<file path="src/verilog/icache_pkg.sv">
package icache_pkg;

	// fixed bus widths
	localparam int ADDR_WIDTH  = 32;
	localparam int FETCH_WIDTH = 64;
	localparam int BEAT_WIDTH  = 32;

	// one instruction fetch word
	typedef logic [FETCH_WIDTH-1:0] fetch_word_t;

	// cpu to cache
	typedef struct packed {
		logic                  read;
		logic                  flush_1;
		logic                  flush_2;
		logic [ADDR_WIDTH-1:0] address;
	} ibus_req_t;

	// cache to cpu
	typedef struct packed {
		logic        stall;
		logic        valid;
		fetch_word_t rddata;
	} ibus_resp_t;

	// axi read address channel plus rready, driven by the master
	typedef struct packed {
		logic                  arvalid;
		logic [ADDR_WIDTH-1:0] araddr;
		logic [7:0]            arlen;
		logic [2:0]            arsize;
		logic [1:0]            arburst;
		logic                  rready;
	} axi_ar_req_t;

	// driven by the slave
	typedef struct packed {
		logic                  arready;
		logic                  rvalid;
		logic [BEAT_WIDTH-1:0] rdata;
		logic                  rlast;
	} axi_r_resp_t;

endpackage

</file>
<file path="src/verilog/axi_refill.sv">
module axi_refill #(
	parameter int LINE_WIDTH = 256
) (
	input  logic                              clk,
	input  logic                              rst,
	input  logic                              miss_start,
	input  logic [icache_pkg::ADDR_WIDTH-1:0] miss_addr,
	input  logic                              flush_2,
	output icache_pkg::axi_ar_req_t           axi_req,
	input  icache_pkg::axi_r_resp_t           axi_resp,
	output logic                              refill_we,
	output logic [LINE_WIDTH-1:0]             refill_line
);

	import icache_pkg::*;

	localparam int BEATS       = LINE_WIDTH / BEAT_WIDTH;
	localparam int LINE_OFFSET = $clog2(LINE_WIDTH / 8);

	typedef logic [BEATS-1:0][BEAT_WIDTH-1:0] beats_t;

	typedef enum logic [2:0] {
		IDLE,
		WAIT_AR,
		RECEIVING,
		FLUSH_WAIT_AR,
		FLUSH_RECEIVING,
		FINISH
	} state_t;

	state_t                   state;
	state_t                   state_d;
	logic [$clog2(BEATS)-1:0] beat_cnt;
	beats_t                   line_buf;
	beats_t                   line_out;
	logic [ADDR_WIDTH-1:0]    line_addr;
	logic                     beat;
	logic                     last_beat;

	assign beat      = axi_resp.rvalid & axi_req.rready;
	assign last_beat = beat & axi_resp.rlast;

	always_comb begin
		axi_req         = '0;
		axi_req.araddr  = line_addr;
		axi_req.arlen   = 8'(BEATS - 1);
		axi_req.arsize  = 3'b010;  // 4 byte beats
		axi_req.arburst = 2'b01;   // incr
		axi_req.arvalid = (state == WAIT_AR) || (state == FLUSH_WAIT_AR);
		axi_req.rready  = (state == RECEIVING) || (state == FLUSH_RECEIVING);
	end

	// last beat goes straight into the top slot
	always_comb begin
		line_out           = line_buf;
		line_out[BEATS-1]  = axi_resp.rdata;
	end

	assign refill_line = line_out;
	assign refill_we   = (state == RECEIVING) & last_beat & ~flush_2;

	always_comb begin
		state_d = state;
		unique case (state)
			IDLE:
				if (miss_start)
					state_d = WAIT_AR;
			WAIT_AR:
				if (axi_resp.arready)
					state_d = flush_2 ? FLUSH_RECEIVING : RECEIVING;
				else if (flush_2)
					state_d = FLUSH_WAIT_AR;
			FLUSH_WAIT_AR:
				if (axi_resp.arready)
					state_d = FLUSH_RECEIVING;
			RECEIVING:
				if (last_beat)
					state_d = FINISH;
				else if (flush_2)
					state_d = FLUSH_RECEIVING;
			FLUSH_RECEIVING:
				if (last_beat)
					state_d = FINISH;
			FINISH:
				state_d = IDLE;
			default:
				state_d = IDLE;
		endcase
	end

	always_ff @(posedge clk or posedge rst) begin
		if (rst) begin
			state    <= IDLE;
			beat_cnt <= '0;
		end else begin
			state <= state_d;
			if (axi_req.arvalid && axi_resp.arready)
				beat_cnt <= '0;
			else if (beat)
				beat_cnt <= beat_cnt + 1'b1;
		end
	end

	always_ff @(posedge clk) begin
		if (state == IDLE && miss_start)
			line_addr <= {miss_addr[ADDR_WIDTH-1:LINE_OFFSET], {LINE_OFFSET{1'b0}}};
		if (beat)
			line_buf[beat_cnt] <= axi_resp.rdata;
	end

endmodule

</file>
<file path="config.mk">
export PLATFORM = sky130hd
export DESIGN_NAME = axi_refill
export DESIGN_NICKNAME = d
export VERILOG_FILES = /design/src/verilog/icache_pkg.sv /design/src/verilog/axi_refill.sv
export SDC_FILE = /design/constraint.sdc
export NUM_CORES = 1
export LEC_CHECK = 0
export BUFFER_PORTS_ARGS = -buffer_cell sky130_fd_sc_hd__buf_2
export CAP_MARGIN = 25
export CORE_MARGIN = 3
export CORE_UTILIZATION = 26
export CTS_BUF_LIST = sky130_fd_sc_hd__clkbuf_8
export CTS_CLUSTER_DIAMETER = 80
export DETAILED_ROUTE_END_ITERATION = 16
export GPL_ROUTABILITY_DRIVEN = 0
export PLACE_DENSITY_LB_ADDON = 0.25
export SLEW_MARGIN = 20
export SYNTH_ARGS = -nofsm -noshare
export SYNTH_HDL_FRONTEND = slang
export SYNTH_SLANG_ARGS = --single-unit
</file>
<file path="constraint.sdc">
create_clock -name clk -period 8.9 [get_ports clk]
set_input_delay 0.445 -clock clk [delete_from_list [all_inputs] [get_ports clk]]
set_output_delay 0.445 -clock clk [all_outputs]
set_load 0.01 [all_outputs]
</file>
Yosys cells after proc, flatten, opt, wreduce, memory -nomap -nowiden

Index checks and enable logic that the tools add are counted.

Bits in latches: 0
RAM bits: 0
Memories kept: 0
Output and inout port bits: 304
ROM bits: 0
Input bits: 71
Word-level logic and storage cells: 50
Register bits: 289

Div/mod/pow operators: 0
Reductions and logical operators: 8
Magnitude comparators: 2
Multiply operators: 0
Add/sub/neg operators: 1
Shifts and indexed selects: 0
Equal/unequal tests: 9
Bitwise gates (word level): 5
Muxes and demuxes: 14

Operators by type and width:

| operator            | count |
|---|---|
| $bwmux 256          | 1 |
| $demux 32 s3        | 1 |
| $mux 32             | 1 |
| $mux 3              | 10 |
| $pmux 3 s5          | 1 |
| $eq 3x2->1 const B  | 2 |
| $ne 2x2->1 const B  | 3 |
| $ne 3x3->1 const B  | 2 |
| $reduce_and 5->1    | 1 |
| $and 1x1->1         | 4 |
| $lt 3x4->1 const B  | 1 |
| $add 3x1->3 const B | 1 |
| $eq 3x1->1 const B  | 1 |
| $eq 3x3->1 const B  | 1 |
| $ge 3x1->1 const B  | 1 |
| $logic_and 1x1->1   | 3 |
| $logic_not 3->1     | 1 |
| $logic_or 1x1->1    | 2 |
| $reduce_bool 2->1   | 1 |
| $not 1->1           | 1 |

Logic depth before layout (Yosys ltp)

Depth in word-level cells: 6
Depth in mapped cells: 5
Depth with buffers taken out: 4

Least setup slack after synthesis

Ideal clock, no wire load.

Path kind: flip-flop to flip-flop
From: register state[1]
To: register line_buf (netlist bit refill_line[0]) (enable)
Slack: 5147 ps
Library setup time: 461 ps
Stages on the path, launching flop included: 6
Arrival: 3292 ps
Period minus slack after synthesis: 3753 ps
Cell sequence: dfrtp_1 -> buf_2 -> xnor2_1 -> nor3b_4 -> nand2b_1 -> nor3_1

Cells in the longest elaborated chain, start to end: 3

Ends and longest elaborated chain:

| what                                            | line              | RTL |
|---|---|---|
| start: declaration                              | axi_refill.sv:31  | `state_t state;` |
| start signal: assignment                        | axi_refill.sv:96  | `state <= state_d;` |
| $eq 3x2->1 / $eq 3x3->1 (equally long branches) | axi_refill.sv:50  | `axi_req.rready = (state == RECEIVING) \|\| (state == FLUSH_RECEIVING);` |
| $logic_or 1x1->1 *                              | axi_refill.sv:50  |  |
| $and 1x1->1 *                                   | axi_refill.sv:40  | `assign beat = axi_resp.rvalid & axi_req.rready;` |
| end signal: indexed assignment                  | axi_refill.sv:108 | `line_buf[beat_cnt] <= axi_resp.rdata;` |
| end: declaration                                | axi_refill.sv:34  | `beats_t line_buf;` |

Mark *: on every way between the ends. The rest lies on a longest branch, timed or not.
A chain may end at the register's enable or synchronous reset.

Final worst setup path

From: register state[1]
To: register line_buf (netlist bit refill_line[116]) (enable)

Same word-level chain as after synthesis.

==> impl_metrics.json <==
{
  "ctsRootBufferMaster": "sky130_fd_sc_hd__clkbuf_8",
  "clock_tree.buffer_depth": 3,
  "post_cts.repair.setup_buffers": 0,
  "fin_skew_ns": 0.02498,
  "cp-end-kind": "flop",
  "critPathLaunchType": "flop",
  "finalWirelength_microns": 19740,
  "worst-endpoint-arrival_ns": 2.69,
  "grt_pass1_wl_microns": 27860,
  "drt-initial-drc-count": 215,
  "filler_cell_count": 3059,
  "final-max-slew-violation-count": 0,
  "post_synth_instance_area_sq_um": 8393,
  "groute.layer.met1.usage": 0.1245,
  "crit_start": "state[1]",
  "fmax_mhz": 399.3,
  "synth.distinct_cells": 28,
  "drt_pass1_iterations": 4,
  "critPathRequiredTime_ns": 9.09,
  "io_pins": 375,
  "dp.final_hpwl_microns": 13150,
  "powerDensity_nw_per_um2": 237.9,
  "detail_route.wl_per_cell_microns": 16.94,
  "ys_ff_latch": 257,
  "die_width_microns": 185.7,
  "grt.total_usage": 0.1074,
  "cts_repair_resize_count": 0,
  "post_route_cell_area_sq_um": 11250,
  "drt_drc_violations_left": 0,
  "reg2reg_to": "refill_line[116]",
  "htree_num_levels": 2,
  "period_minus_slack_ns": 2.504,
  "tritoncts_clock_tree": "yes",
  "setup_repair_after_global_routing_missed_its_margin": "false",
  "finalNetCount": 806,
  "slew-limit-headroom": 0.6531,
  "netlist_instances": 363,
  "clkSinkCount": 257,
  "worst_setup_hold_path_clk_slew_ns": 0.06,
  "path_max_fanout": 20,
  "yosys_warnings": 0,
  "top_usage_layer_grt": "met2",
  "worst_slew_pin_slew_ns": 0.5192,
  "rows": 65,
  "worst-r2r-cell-count": 5,
  "detailed_place.area_sq_um": 10450,
  "antenna_found_initial": 0,
  "num_vias": 4559,
  "seq_area_frac_synth": 0.9159,
  "reg2reg_slack_ns": 6.40,
  "critPathCapture": "refill_line[116]",
  "number_of_i_o_port_buffers": 351,
  "worstHoldPathType": "in2reg",
  "start_util": 0.2646,
  "clk-insertion-delay-late_ns": 0.54,
  "cts-buffers-inserted": 43,
  "final-hold-violation-count": 0,
  "ir_drop_v": 0.0001294,
  "cap_violations": 0,
  "post-route-period-util": 0.2814,
  "post_route_cells_drive_above_1_share": 0.5531,
  "globalRouteMet3Util": 0.04045,
  "grt_start_max_net_pins": 30,
  "via_per_inst": 3.913,
  "timing.setup.tns_ns": 0,
  "post_synth.cell_area_avg_sq_um": 23.12,
  "placeableCoreArea_sq_um": 31720,
  "power_leakage_nw": 4.416,
  "die_area_sq_um": 34470,
  "finalSetupViolCount": 0,
  "critPathKind": "reg2reg",
  "drtAntennaViolNets": 0,
  "number_of_global_route_vias_before_repair": 4589,
  "worst_r2r_startpoint": "state[1]",
  "die_height_microns": 185.7,
  "grt.overflow.total": 0,
  "status": "complete, no violations",
  "met2_usage": 0.1841,
  "flow.area_growth_from_synthesis_pct": 34.03,
  "antenna_cells_inserted": 0
}
==> cell usage after synthesis, drive strengths merged <==
cell	number	area share
nand3	1	0.00060
inv	3	0.0013
nor2	10	0.0045
nor3	4	0.0024
a21o	1	0.00089
conb	2	0.00089
buf	52	0.046
nand2	7	0.0031
xnor2	2	0.0021
a311oi	1	0.0010
o22a	1	0.0010
or3	1	0.00075
and3	1	0.00075
dfrtp	6	0.018
mux2i	3	0.0036
a21oi	4	0.0024
nand3b	1	0.00089
a31oi	1	0.00075
nor3b	1	0.0022
a22o	1	0.0010
ha	1	0.0015
o2bb2ai	1	0.0010
or3b	1	0.0010
o21ai	1	0.00060
nor2b	2	0.0015
nand2b	3	0.0022
edfxtp	251	0.90
==> cells in the final DEF (no fill, tap or decap), types with 2 or more instances in the layout <==
cell type	synthesis	layout
sky130_fd_sc_hd__a21oi_1	4	4
sky130_fd_sc_hd__buf_2	2	351
sky130_fd_sc_hd__buf_4	50	10
sky130_fd_sc_hd__bufinv_16	0	2
sky130_fd_sc_hd__clkbuf_8	0	44
sky130_fd_sc_hd__clkinv_1	0	9
sky130_fd_sc_hd__clkinv_2	0	2
sky130_fd_sc_hd__clkinvlp_4	0	3
sky130_fd_sc_hd__conb_1	2	18
sky130_fd_sc_hd__dfrtp_1	6	6
sky130_fd_sc_hd__edfxtp_1	251	251
sky130_fd_sc_hd__inv_1	3	16
sky130_fd_sc_hd__mux2i_1	3	3
sky130_fd_sc_hd__nand2_1	7	7
sky130_fd_sc_hd__nand2b_1	3	3
sky130_fd_sc_hd__nor2_1	10	5
sky130_fd_sc_hd__nor2_4	0	5
sky130_fd_sc_hd__nor2b_1	2	2
sky130_fd_sc_hd__nor3_1	4	2
sky130_fd_sc_hd__nor3_2	0	2
sky130_fd_sc_hd__xnor2_1	2	2
==> kinds of logic after synthesis <==
group,synth area share
XOR/XNOR,0.002087
AO/OA/AOI/OAI,0.008797
flip-flops,0.9159
adder cells (fa/ha/maj),0.001491
other,0.0008948
multiplexers,0.003578
AND/OR/NAND/NOR,0.01998
buffers and inverters,0.04726
==> layout make-up <==
type                    count  area (sq um)  area share
clock buffers              44         605.6     0.05383
clock inverters            30         183.9     0.01635
inverters                   3         11.26    0.001001
multi-input cells          67         416.7     0.03704
flip-flops and latches    257          7687      0.6834
well taps                 402         503.0     0.04471
repair buffers            362          1842      0.1637
==> critical path: stages (launching register included) <==
cell	delay, ns
sky130_fd_sc_hd__dfrtp_1	0.48
sky130_fd_sc_hd__xnor2_1	0.22
sky130_fd_sc_hd__nor3b_4	0.31
sky130_fd_sc_hd__nand2_1	0.23
sky130_fd_sc_hd__nor2_4	0.48
sky130_fd_sc_hd__buf_4	0.42
==> flip-flops by register name, summed over array words and instances (netlist names) <==
signal and cells:
state 3, beat_cnt 3, refill_line 224, line_addr 27
==> where the power goes <==
group          total, mW  internal (mW)  switching [mW]
registers           1.45           1.42          0.0352
logic              0.264         0.0936           0.171
clock network      0.961          0.517           0.444
total               2.68           2.03           0.650
==> worst min-delay path by stage <==
| stage | slack, ns | depth (start not counted) | from | end |
|---|---|---|---|---|
| after floorplan | 0.24 | 1 | rst | beat_cnt[0] |
| after CTS | 0.03 | 1 | miss_addr[9] | line_addr[9] |
| after detailed placement | 0.40 | 2 | rst | state[1] |
| after global routing | 0.04 | 1 | miss_addr[27] | line_addr[27] |
| final | 0.08 | 1 | miss_addr[10] | line_addr[10] |
| after global placement | 0.39 | 2 | rst | state[1] |
==> layer usage <==
metal	part of all wire	wire length, microns	vias up
met5	0	0	-
met4	0.021	415	0
met3	0.098	1939	35
met2	0.50	9789	243
met1	0.38	7596	2205
li1	-	-	2076
==> per-stage QoR <==
stage | power, mW | util | setup slack (ns) | std cells | hold WS (ns)
after floorplan | 1.625 | - | 5.147 | 379 | 0.2360
after global placement | 1.744 | 0.3295 | 6.291 | 1090 | 0.3912
after detailed placement | 1.747 | 0.3295 | 6.325 | 1090 | 0.3991
after CTS | 2.730 | 0.3547 | 6.301 | 1165 | 0.02749
after global routing | 2.813 | 0.3547 | 6.162 | 1165 | 0.03518
final | 2.677 | 0.3547 | 6.396 | 1165 | 0.07927
==> timing repair <==
action,CTS,global route
endpoints found under the hold margin,6,0
hold buffers,1,0
endpoints found under the setup margin,0,0
Power figures use the tool's default switching activity.
